`src/include/div_macros.svh`:
```
// Divide unit sizing macros

`ifndef DIV_MACROS_SVH
`define DIV_MACROS_SVH

// Operand and result width in bits
`define DIV_XLEN 32

// Bit k set places a register after array step k
// Steps 3, 7, 11 ... 31 are registered, which gives eight stages
`define DIV_STAGE_MASK 32'h8888_8888

// Must equal the number of set bits in DIV_STAGE_MASK
`define DIV_STAGES 8

// Result queue depth and the number of credits handed out at reset
`define DIV_CREDITS 4

`endif

```
`src/rtl/div_flow_pkg.sv`:
```
// Divide flow control types

`default_nettype none
`include "div_macros.svh"

package div_flow_pkg;

	// Fill level of the result queue as seen by the dequeue side
	typedef enum logic [1:0] {
		Q_EMPTY   = 2'd0,
		Q_PARTIAL = 2'd1,
		Q_FULL    = 2'd2
	} queue_state_e;

	// Holds any count from zero up to and including DIV_CREDITS
	typedef logic [$clog2(`DIV_CREDITS+1)-1:0] credit_t;

endpackage

`default_nettype wire

```
`src/rtl/div_op_pkg.sv`:
```
// Divide arithmetic types

`default_nettype none
`include "div_macros.svh"

package div_op_pkg;

	// Low two bits of the RV32M funct3 field for the divide group
	typedef enum logic [1:0] {
		OP_DIV  = 2'b00,
		OP_DIVU = 2'b01,
		OP_REM  = 2'b10,
		OP_REMU = 2'b11
	} div_op_e;

	// One operand or result word
	typedef logic [`DIV_XLEN-1:0] word_t;

	// DIV and REM treat their operands as two's complement
	function automatic logic is_signed(div_op_e op);
		return (op == OP_DIV) || (op == OP_REM);
	endfunction

	// REM and REMU return the remainder instead of the quotient
	function automatic logic is_rem(div_op_e op);
		return (op == OP_REM) || (op == OP_REMU);
	endfunction

endpackage

`default_nettype wire

```
`src/rtl/div_array.sv`:
```
// Pipelined restoring divide array

`timescale 1ns/1ns
`default_nettype none
`include "div_macros.svh"

module div_array (
	input  wire                        clk,
	input  wire                        rst,
	input  wire                        i_valid,
	input  wire div_op_pkg::word_t     i_a,
	input  wire div_op_pkg::word_t     i_b,
	input  wire div_op_pkg::div_op_e   i_op,
	input  wire                        i_neg_q,
	input  wire                        i_neg_r,
	input  wire                        i_div_zero,
	input  wire div_op_pkg::word_t     i_dividend,
	output logic                       o_valid,
	output div_op_pkg::word_t          o_quo,
	output div_op_pkg::word_t          o_rem,
	output div_op_pkg::div_op_e        o_op,
	output logic                       o_neg_q,
	output logic                       o_neg_r,
	output logic                       o_div_zero,
	output div_op_pkg::word_t          o_dividend
);

	localparam int              XLEN = `DIV_XLEN;
	localparam logic [XLEN-1:0] MASK = `DIV_STAGE_MASK;

	// Index k holds the values entering step k, index XLEN is the array output
	logic                v_s    [0:XLEN];
	div_op_pkg::word_t   rem_s  [0:XLEN];
	div_op_pkg::word_t   acc_s  [0:XLEN];
	div_op_pkg::word_t   dvs_s  [0:XLEN];
	div_op_pkg::div_op_e op_s   [0:XLEN];
	logic                nq_s   [0:XLEN];
	logic                nr_s   [0:XLEN];
	logic                dz_s   [0:XLEN];
	div_op_pkg::word_t   dvd_s  [0:XLEN];

	// The accumulator starts as the dividend and fills with quotient bits from the right
	assign v_s[0]   = i_valid;
	assign rem_s[0] = '0;
	assign acc_s[0] = i_a;
	assign dvs_s[0] = i_b;
	assign op_s[0]  = i_op;
	assign nq_s[0]  = i_neg_q;
	assign nr_s[0]  = i_neg_r;
	assign dz_s[0]  = i_div_zero;
	assign dvd_s[0] = i_dividend;

	////////////////////////////////////////
	// Compare and subtract chain
	////////////////////////////////////////

	for (genvar k = 0; k < XLEN; k++) begin : gen_step
		logic              [XLEN:0] trial;
		logic              [XLEN:0] diff;
		logic                       q;
		div_op_pkg::word_t          rem_n;
		div_op_pkg::word_t          acc_n;

		// Bring down the next dividend bit and try the subtraction
		always_comb begin
			trial = {rem_s[k], acc_s[k][XLEN-1]};
			diff  = trial - {1'b0, dvs_s[k]};
			// No borrow out means the divisor fits, so this quotient bit is set
			q     = ~diff[XLEN];
			rem_n = q ? diff[XLEN-1:0] : trial[XLEN-1:0];
			acc_n = {acc_s[k][XLEN-2:0], q};
		end

		if (MASK[k]) begin : gen_reg
			always_ff @(posedge clk or posedge rst) begin
				if (rst) begin
					v_s[k+1] <= 1'b0;
				end else begin
					v_s[k+1] <= v_s[k];
				end
			end

			// Sideband moves with the data so every stage stays self-contained
			always_ff @(posedge clk) begin
				rem_s[k+1] <= rem_n;
				acc_s[k+1] <= acc_n;
				dvs_s[k+1] <= dvs_s[k];
				op_s[k+1]  <= op_s[k];
				nq_s[k+1]  <= nq_s[k];
				nr_s[k+1]  <= nr_s[k];
				dz_s[k+1]  <= dz_s[k];
				dvd_s[k+1] <= dvd_s[k];
			end
		end else begin : gen_comb
			assign v_s[k+1]   = v_s[k];
			assign rem_s[k+1] = rem_n;
			assign acc_s[k+1] = acc_n;
			assign dvs_s[k+1] = dvs_s[k];
			assign op_s[k+1]  = op_s[k];
			assign nq_s[k+1]  = nq_s[k];
			assign nr_s[k+1]  = nr_s[k];
			assign dz_s[k+1]  = dz_s[k];
			assign dvd_s[k+1] = dvd_s[k];
		end
	end

	// After the last step the accumulator holds only quotient bits
	assign o_valid    = v_s[XLEN];
	assign o_quo      = acc_s[XLEN];
	assign o_rem      = rem_s[XLEN];
	assign o_op       = op_s[XLEN];
	assign o_neg_q    = nq_s[XLEN];
	assign o_neg_r    = nr_s[XLEN];
	assign o_div_zero = dz_s[XLEN];
	assign o_dividend = dvd_s[XLEN];

	// Credit accounting elsewhere assumes this stage count
	a_stage_count: assert property (@(posedge clk) $countones(MASK) == `DIV_STAGES);

endmodule

`default_nettype wire

```
`src/rtl/div_decode.sv`:
```
// Divide decode stage

`timescale 1ns/1ns
`default_nettype none
`include "div_macros.svh"

module div_decode (
	input  wire                        clk,
	input  wire                        rst,
	input  wire                        i_valid,
	input  wire div_op_pkg::div_op_e   i_op,
	input  wire div_op_pkg::word_t     i_a,
	input  wire div_op_pkg::word_t     i_b,
	output logic                       o_valid,
	output div_op_pkg::div_op_e        o_op,
	output div_op_pkg::word_t          o_mag_a,
	output div_op_pkg::word_t          o_mag_b,
	output logic                       o_neg_q,
	output logic                       o_neg_r,
	output logic                       o_div_zero,
	output div_op_pkg::word_t          o_dividend
);

	logic              sgn;
	logic              neg_a;
	logic              neg_b;
	div_op_pkg::word_t mag_a;
	div_op_pkg::word_t mag_b;

	// Only the signed opcodes look at the operand sign bits
	always_comb begin
		sgn   = div_op_pkg::is_signed(i_op);
		neg_a = sgn & i_a[`DIV_XLEN-1];
		neg_b = sgn & i_b[`DIV_XLEN-1];
		// The most negative value maps onto itself, which is its correct magnitude unsigned
		mag_a = neg_a ? -i_a : i_a;
		mag_b = neg_b ? -i_b : i_b;
	end

	always_ff @(posedge clk or posedge rst) begin
		if (rst) begin
			o_valid <= 1'b0;
		end else begin
			o_valid <= i_valid;
		end
	end

	// Quotient sign follows the sign difference, remainder sign follows the dividend
	always_ff @(posedge clk) begin
		if (i_valid) begin
			o_op       <= i_op;
			o_mag_a    <= mag_a;
			o_mag_b    <= mag_b;
			o_neg_q    <= neg_a ^ neg_b;
			o_neg_r    <= neg_a;
			o_div_zero <= (i_b == '0);
			// The untouched dividend is the REM result when the divisor is zero
			o_dividend <= i_a;
		end
	end

endmodule

`default_nettype wire

```
`src/rtl/div_result.sv`:
```
// Divide result stage and queue

`timescale 1ns/1ns
`default_nettype none
`include "div_macros.svh"

module div_result (
	input  wire                        clk,
	input  wire                        rst,
	input  wire                        i_valid,
	input  wire div_op_pkg::word_t     i_quo,
	input  wire div_op_pkg::word_t     i_rem,
	input  wire div_op_pkg::div_op_e   i_op,
	input  wire                        i_neg_q,
	input  wire                        i_neg_r,
	input  wire                        i_div_zero,
	input  wire div_op_pkg::word_t     i_dividend,
	input  wire                        i_res_ready,
	output logic                       o_res_valid,
	output div_op_pkg::word_t          o_res_data,
	output logic                       o_credit_return
);

	localparam int DEPTH = `DIV_CREDITS;
	localparam int AW    = $clog2(DEPTH);

	div_op_pkg::word_t          quo_f;
	div_op_pkg::word_t          rem_f;
	div_op_pkg::word_t          sel;
	logic                       fix_valid;
	div_op_pkg::word_t          fix_data;
	div_op_pkg::word_t          mem [0:DEPTH-1];
	logic              [AW-1:0] wr_ptr;
	logic              [AW-1:0] rd_ptr;
	div_flow_pkg::credit_t      count;
	div_flow_pkg::queue_state_e q_state;
	logic                       push;
	logic                       pop;

	////////////////////////////////////////
	// Sign fix-up
	////////////////////////////////////////

	always_comb begin
		quo_f = i_neg_q ? -i_quo : i_quo;
		rem_f = i_neg_r ? -i_rem : i_rem;
		// RISC-V defines x/0 as all ones and x%0 as x, with no trap
		if (i_div_zero) begin
			quo_f = '1;
			rem_f = i_dividend;
		end
		sel = div_op_pkg::is_rem(i_op) ? rem_f : quo_f;
	end

	always_ff @(posedge clk or posedge rst) begin
		if (rst) begin
			fix_valid <= 1'b0;
		end else begin
			fix_valid <= i_valid;
		end
	end

	always_ff @(posedge clk) begin
		fix_data <= sel;
	end

	////////////////////////////////////////
	// Result queue
	////////////////////////////////////////

	always_comb begin
		if (count == '0) begin
			q_state = div_flow_pkg::Q_EMPTY;
		end else if (count == div_flow_pkg::credit_t'(DEPTH)) begin
			q_state = div_flow_pkg::Q_FULL;
		end else begin
			q_state = div_flow_pkg::Q_PARTIAL;
		end
	end

	// Credits keep the queue from ever filling past DEPTH, so push is never refused
	assign push = fix_valid;
	assign pop  = (q_state != div_flow_pkg::Q_EMPTY) & i_res_ready;

	always_ff @(posedge clk or posedge rst) begin
		if (rst) begin
			wr_ptr <= '0;
			rd_ptr <= '0;
			count  <= '0;
		end else begin
			if (push) wr_ptr <= wr_ptr + 1'b1;
			if (pop) rd_ptr <= rd_ptr + 1'b1;
			count <= count + div_flow_pkg::credit_t'(push) - div_flow_pkg::credit_t'(pop);
		end
	end

	always_ff @(posedge clk) begin
		if (push) begin
			mem[wr_ptr] <= fix_data;
		end
	end

	// Head entry stays put until the consumer takes it
	assign o_res_valid     = (q_state != div_flow_pkg::Q_EMPTY);
	assign o_res_data      = mem[rd_ptr];
	// A slot freed here is a credit back to the requester
	assign o_credit_return = pop;

	// A requester that overspends its credits would land a write on a full queue
	a_no_overflow: assert property (@(posedge clk) disable iff (rst)
		push |-> q_state != div_flow_pkg::Q_FULL);

endmodule

`default_nettype wire

```
`src/rtl/div_unit_top.sv`:
```
// Divide unit top level

`timescale 1ns/1ns
`default_nettype none

module div_unit_top (
	input  wire                        clk,
	input  wire                        rst,
	input  wire                        i_req_valid,
	input  wire div_op_pkg::div_op_e   i_req_op,
	input  wire div_op_pkg::word_t     i_req_a,
	input  wire div_op_pkg::word_t     i_req_b,
	input  wire                        i_res_ready,
	output logic                       o_res_valid,
	output div_op_pkg::word_t          o_res_data,
	output logic                       o_credit_return
);

	// Decode to array
	logic                dec_valid;
	div_op_pkg::div_op_e dec_op;
	div_op_pkg::word_t   dec_mag_a;
	div_op_pkg::word_t   dec_mag_b;
	logic                dec_neg_q;
	logic                dec_neg_r;
	logic                dec_div_zero;
	div_op_pkg::word_t   dec_dividend;

	// Array to result
	logic                arr_valid;
	div_op_pkg::word_t   arr_quo;
	div_op_pkg::word_t   arr_rem;
	div_op_pkg::div_op_e arr_op;
	logic                arr_neg_q;
	logic                arr_neg_r;
	logic                arr_div_zero;
	div_op_pkg::word_t   arr_dividend;

	div_decode u_div_decode (
		.clk(clk), .rst(rst),
		.i_valid(i_req_valid), .i_op(i_req_op), .i_a(i_req_a), .i_b(i_req_b),
		.o_valid(dec_valid), .o_op(dec_op), .o_mag_a(dec_mag_a), .o_mag_b(dec_mag_b),
		.o_neg_q(dec_neg_q), .o_neg_r(dec_neg_r), .o_div_zero(dec_div_zero),
		.o_dividend(dec_dividend)
	);

	div_array u_div_array (
		.clk(clk), .rst(rst),
		.i_valid(dec_valid), .i_a(dec_mag_a), .i_b(dec_mag_b), .i_op(dec_op),
		.i_neg_q(dec_neg_q), .i_neg_r(dec_neg_r), .i_div_zero(dec_div_zero),
		.i_dividend(dec_dividend),
		.o_valid(arr_valid), .o_quo(arr_quo), .o_rem(arr_rem), .o_op(arr_op),
		.o_neg_q(arr_neg_q), .o_neg_r(arr_neg_r), .o_div_zero(arr_div_zero),
		.o_dividend(arr_dividend)
	);

	div_result u_div_result (
		.clk(clk), .rst(rst),
		.i_valid(arr_valid), .i_quo(arr_quo), .i_rem(arr_rem), .i_op(arr_op),
		.i_neg_q(arr_neg_q), .i_neg_r(arr_neg_r), .i_div_zero(arr_div_zero),
		.i_dividend(arr_dividend), .i_res_ready(i_res_ready),
		.o_res_valid(o_res_valid), .o_res_data(o_res_data),
		.o_credit_return(o_credit_return)
	);

endmodule

`default_nettype wire

```
`config.mk`:
```
export PLATFORM = sky130hd
export DESIGN_NAME = div_unit_top
export DESIGN_NICKNAME = d
export VERILOG_FILES = /design/src/rtl/div_flow_pkg.sv /design/src/rtl/div_op_pkg.sv /design/src/rtl/div_array.sv /design/src/rtl/div_decode.sv /design/src/rtl/div_result.sv /design/src/rtl/div_unit_top.sv
export VERILOG_INCLUDE_DIRS = /design/src /design/src/include
export SDC_FILE = /design/constraint.sdc
export NUM_CORES = 2
export LEC_CHECK = 0
export ABC_AREA = 0
export BUFFER_PORTS_ARGS = -buffer_cell sky130_fd_sc_hd__buf_2
export CAP_MARGIN = 20
export CORE_ASPECT_RATIO = 0.5
export CORE_MARGIN = 5
export CORE_UTILIZATION = 55
export CTS_BUF_LIST = sky130_fd_sc_hd__clkbuf_8
export CTS_CLUSTER_SIZE = 40
export DETAILED_ROUTE_END_ITERATION = 6
export HOLD_SLACK_MARGIN = 0.02
export PLACE_DENSITY = 0.81
export RECOVER_POWER = 50
export SLEW_MARGIN = 20
export SYNTH_ARGS = -nofsm -noshare
export SYNTH_HDL_FRONTEND = slang
export SYNTH_HIERARCHICAL = 1
export SYNTH_SLANG_ARGS = --single-unit
```
`constraint.sdc`:
```
create_clock -name clk -period 31.2 [get_ports clk]
set_input_delay 1.56 -clock clk [delete_from_list [all_inputs] [get_ports clk]]
set_output_delay 1.56 -clock clk [all_outputs]
set_load 0.02 [all_outputs]
```
* Yosys cells after proc, flatten, opt, wreduce, memory -nomap -nowiden
Memory sizes are Yosys's and may differ from the RTL's.
Cells that the tools add are included.
** Word-level totals
- Flip-flop bits (word level) :: 1182
- Bits in latches :: 0
- RAM bits :: 128
- Bits in read-only memories :: 0
- Input port bits :: 70
- Logic and storage cells :: 214
- Memories kept :: 1
** Memories
- u_div_result.mem :: depth 4, bits a word 32, rd ports 1, clocked after memory_dff 0, write ports 1, line div_result.sv:32 : div_op_pkg::word_t mem [0:DEPTH-1];
** Cells by class
- $add $sub $neg :: 40
- Multiply operators :: 0
- Div/mod/pow operators :: 0
- $lt $le $gt $ge :: 0
- Eq/ne operators :: 4
- Shift operators :: 0
- Muxes and demuxes :: 43
- Bitwise logic cells :: 36
- Reductions and logical operators :: 6
** Operator list (number)
- 32-bit 2-to-1 mux :: 39
- 33-bit by 32-bit subtractor with 33-bit output :: 31
- 32-bit negation :: 4
- 1-bit by 32-bit subtractor with 33-bit output :: 1
- 32-bit zero test :: 1
- 1-bit inverter :: 32
- 2-bit equality test (second input constant) :: 3
- 2-bit by 1-bit adder with 2-bit output (second input constant) :: 2
- 2-bit 2-to-1 mux :: 2
- 3-bit by 1-bit adder with 3-bit output :: 1
- 1-bit AND :: 3
- 3-bit equality test (second input constant) :: 1
- 3-bit zero test :: 1
- 3-bit by 1-bit subtractor with 3-bit output :: 1
- 2-bit zero test :: 1
- 1-bit logical OR :: 2
- 1-bit 2-to-1 mux :: 2
- 2-bit nonzero test :: 1
- 1-bit XOR :: 1

* Depth between registers and ports, before layout
- Depth after elaboration :: 8
- Mapped depth :: 72
- Depth with buffers taken out :: 65

* Modules after synthesis
Netlist, hierarchy kept.
** By module, submodules not included
- div_array :: times used 1, cells each 9846, area each 80691.1 um^2
- div_result :: times used 1, cells each 575, area each 7896.3 um^2
- div_decode :: times used 1, cells each 322, area each 4628.2 um^2

* Least setup slack after synthesis
OpenSTA, ideal clock, no wires.
- Kind :: register to register
- Start point :: reg, netlist name u_div_array/dvs_s[673]
- End point :: reg u_div_array.rem_s (netlist bit u_div_array/gen_step[12].trial[15])
- Library setup time :: 0.128 ns
- Arrival :: 14.320 ns
- Required time :: 31.072 ns
- Setup slack :: 16.752 ns
- Stages on the path, launching flop included :: 65
- Path buffers :: 9
- Clock period less this slack :: 14.448 ns
- Cell sequence :: dfxtp_1 inv_1 fa_1 a21oi_1 o21ai_0 a21oi_1 a21boi_1 a31oi_1 a22o_1 o21ai_1 xor2_1 clkbuf_1 buf_1 clkbuf_1 mux2i_1 inv_1 ha_1 nor2b_1 (+29 left out) ha_1 o21a_1 o2111ai_1 a21oi_1 a311o_1 a21o_1 a31oi_1 o2111ai_1 a31oi_1 o21bai_1 a21o_1 a311o_1 buf_1 xnor2_1 clkbuf_1 o22ai_1 a22oi_1 o21ai_0
** On the way
- Cells in the longest elaborated chain, start to end :: 8
** RTL lines
- 33-bit by 32-bit subtractor with 33-bit output :: line div_array.sv:67 : diff = trial - {1'b0, dvs_s[k]};
- 32-bit 2-to-1 mux :: line div_array.sv:70 : rem_n = q ? diff[XLEN-1:0] : trial[XLEN-1:0];
- 33-bit by 32-bit subtractor with 33-bit output :: line div_array.sv:67
- 32-bit 2-to-1 mux :: line div_array.sv:70
- 33-bit by 32-bit subtractor with 33-bit output :: line div_array.sv:67
- 32-bit 2-to-1 mux :: line div_array.sv:70
- 33-bit by 32-bit subtractor with 33-bit output :: line div_array.sv:67
- 32-bit 2-to-1 mux (*) :: line div_array.sv:70
- net u_div_array.gen_step[11].rem_n[14] :: line div_array.sv:61 : div_op_pkg::word_t rem_n;
- to (signal, indexed assignment) :: line div_array.sv:85 : rem_s[k+1] <= rem_n;
- to (decl) :: line div_array.sv:33 : div_op_pkg::word_t rem_s [0:XLEN];
The timed path passes the listed nets; every way through them passes the cells marked *.
A chain may end at the register's enable or synchronous reset.

* Final worst setup path
- Start point :: reg, netlist name u_div_array/dvs_s[417]
- End point :: reg u_div_array.rem_s (netlist bit u_div_array/gen_step[20].trial[4])
** On the way
- Cells in the longest elaborated chain, start to end :: 8
** RTL lines (line)
- 33-bit by 32-bit subtractor with 33-bit output :: div_array.sv:67
- 32-bit 2-to-1 mux :: div_array.sv:70
- 33-bit by 32-bit subtractor with 33-bit output :: div_array.sv:67
- 32-bit 2-to-1 mux :: div_array.sv:70
- 33-bit by 32-bit subtractor with 33-bit output :: div_array.sv:67
- 32-bit 2-to-1 mux :: div_array.sv:70
- 33-bit by 32-bit subtractor with 33-bit output :: div_array.sv:67
- 32-bit 2-to-1 mux (*) :: div_array.sv:70
- net u_div_array.gen_step[19].rem_n[3] :: div_array.sv:61
Marked as above.

==> flow_summary_export.csv <==
group,metric,value,unit
cts,htree_levels,4,
die,die_h,301,um
global_routing,grt_max_degree,82,
detailed_routing,drtAntennaViolNets,0,
detailed_routing,dr.first_iter.drc_count,7629,
die,fp-row-count,106,
worst_setup_path,slowest_delay,0.68,ns
sta,final_max_slew_viol_count,0,
cts,clk-insertion-delay-late,0.93,ns
finish,fillers,14087,
worst_setup_path,path_max_fanout,81,
sta,fmax,0.0582,GHz
yosys,netlist_area,93000,um^2
sta,finalCritPeriodShare,55.1,%
die,initial_core_util,55.5,%
sta,setup_viol,0,
outcome,status,"completed",
worst_setup_path,end_kind,"register",
sta,min_period,17.19,ns
cts,numCtsBuffers,179,
worst_setup_path,path_class,"register to register",
flow_run,drv_cap,0,
sta,hold_viol_final,0,
detailed_routing,vias,79324,
global_routing,grt_first_pass_wirelength,388000,um
yosys,synth_cells,10733,
placed_design,place_congestion,0.970,
sta,tns,0,ns
cts,cts_resized,0,
sta,rsz0062_at_grt,"false",
cts,root_buffer,"clkbuf_8",
die,io_pins,104,
detailed_routing,routed_via_density,6.02,
detailed_routing,first_pass_iters,6,
global_routing,grt_pass1_vias,73324,
sta,skew,0.0652,ns
detailed_routing,drc_errors,0,
detailed_routing,wl_per_cell,18.8,um
worst_hold_path,hold_class,"register to register",
sta,slew_headroom,11.2,%
worst_setup_path,reg2reg_slack,14.01,ns
cts,clkSinkCount,1300,
global_routing,grt.total_usage,26.5,%
cts,clk_path_buf_depth,3,
placed_design,port_buffers,103,
cts,cts_tree,"yes",
die,die_w,592,um
worst_setup_path,crit_required,32.02,ns
cts,cts_setup_buffers,0,
yosys,synth_warnings,6,
finish,areaGrowthSynthToFinish,6.92,%
worst_setup_path,startpoint_type,"register",
sta,tightest_slew,1.31,ns
die,dieArea,178000,um^2
detailed_routing,routed_wl,248000,um
cts,postCtsHoldBufs,0,
global_routing,grt-ovfl-total,0,
worst_setup_path,critPathSlowestCell,"o311ai_0",
worst_setup_path,crit_path_frequent_cell,"o21ai_0",
die,core_area,168000,um^2
finish,drive_gt1_share,7.95,%
global_routing,antenna_found_initial,16,
worst_setup_path,arrival,18.01,ns
cts,clkTransAtPathRegs,0.08,ns
placed_design,place_hpwl,192000,um
yosys,avgSynthCellArea,8.67,um^2
finish,layout.nets,11853,
[sequential cells by signal, summed over array words and instances, names as in the netlist, 31 cells and up]
name / flops
u_div_array/o_dividend: 32
u_div_array/o_rem: 32
u_div_result/fix_data: 32
u_div_array/dvd_s: 224
u_div_decode/o_mag_b: 32
u_div_decode/o_dividend: 31
u_div_decode/o_mag_a: 32
u_div_array/dvs_s: 224
u_div_array/gen_step.trial: 224
u_div_array/o_quo: 32
u_div_result/mem: 128
u_div_array/acc_s: 224
[path summary, 6_finish.rpt]
check | cells past startpoint | startpoint | end
max in group asynchronous | 2 | rst | u_div_array/v_s[5]
max reg2reg | 65 | u_div_array/dvs_s[417] | u_div_array/gen_step[20].trial[4]
max | 65 | u_div_array/dvs_s[417] | u_div_array/gen_step[20].trial[4]
min reg2reg | 0 | u_div_array/dvd_s[688] | u_div_array/dvd_s[560]
min in group asynchronous | 2 | rst | u_div_decode/o_valid
min | 0 | u_div_array/dvd_s[688] | u_div_array/dvd_s[560]
[stage by stage]
stage | std cells | setup WS (ns) | area [um^2] | utilization (%) | hold slack (ns)
finish | 13172 | 14.01 | 99500 | 59.3 | 0.300
global route | 13171 | 12.90 | 99400 | 59.3 | 0.312
CTS | 13159 | 14.03 | 99400 | 59.3 | 0.301
detailed placement | 12832 | 14.06 | 95500 | 57.0 | 0.312
global placement | 12832 | 14.41 | 95500 | 57.0 | 0.310
floorplan | 10747 | 16.75 | 93100 | - | 0.310
[placed cells by master (no fill, tap or decap), types with 202 or more instances in the layout]
cell type / instances
dfxtp_1: 1056
xor2_1: 361
nor2_1: 780
mux2_2: 202
o21ai_0: 702
inv_1: 700
clkbuf_8: 216
edfxtp_1: 227
a21oi_1: 942
ha_1: 1004
nand3_1: 223
nand2_1: 832
a21o_1: 423
xnor2_1: 572
[area by class of cell]
type | count | area, um^2 | area share (%)
diodes | 11 | 27.5 | 0.0277
clock buffers | 216 | 2970 | 2.99
clock inverters | 111 | 850 | 0.854
inverters | 660 | 2480 | 2.49
multi-input cells | 8447 | 60900 | 61.3
flip-flops and latches | 1300 | 28400 | 28.5
well taps | 2268 | 2840 | 2.85
repair buffers | 159 | 965 | 0.970
[critical path, delay by kind of cell, from the launching register on]
kind	cells	cell delay (ns)
AOI/OAI and AO/OA	28	7.12
DFF	1	0.55
xor gates and xnor gates	4	0.64
and+or+nand+nor	22	4.46
adders and majority gates	4	1.79
buffers and inverters	7	2.33
[per-layer routing]
layer / part of all wire [%] / wire length, um / up-vias / track usage, %
met5: 0.014 / 35 / - / 0
met4: 3.1 / 7700 / 6 / 8.40
met3: 7.5 / 18500 / 477 / 4.25
met2: 45 / 111000 / 2887 / 42.8
met1: 45 / 111000 / 37182 / 36.4
li1: - / - / 38772 / -
Power is not shown: default switching activity piles up to over one toggle a cycle in this logic, so the estimate is an artifact.
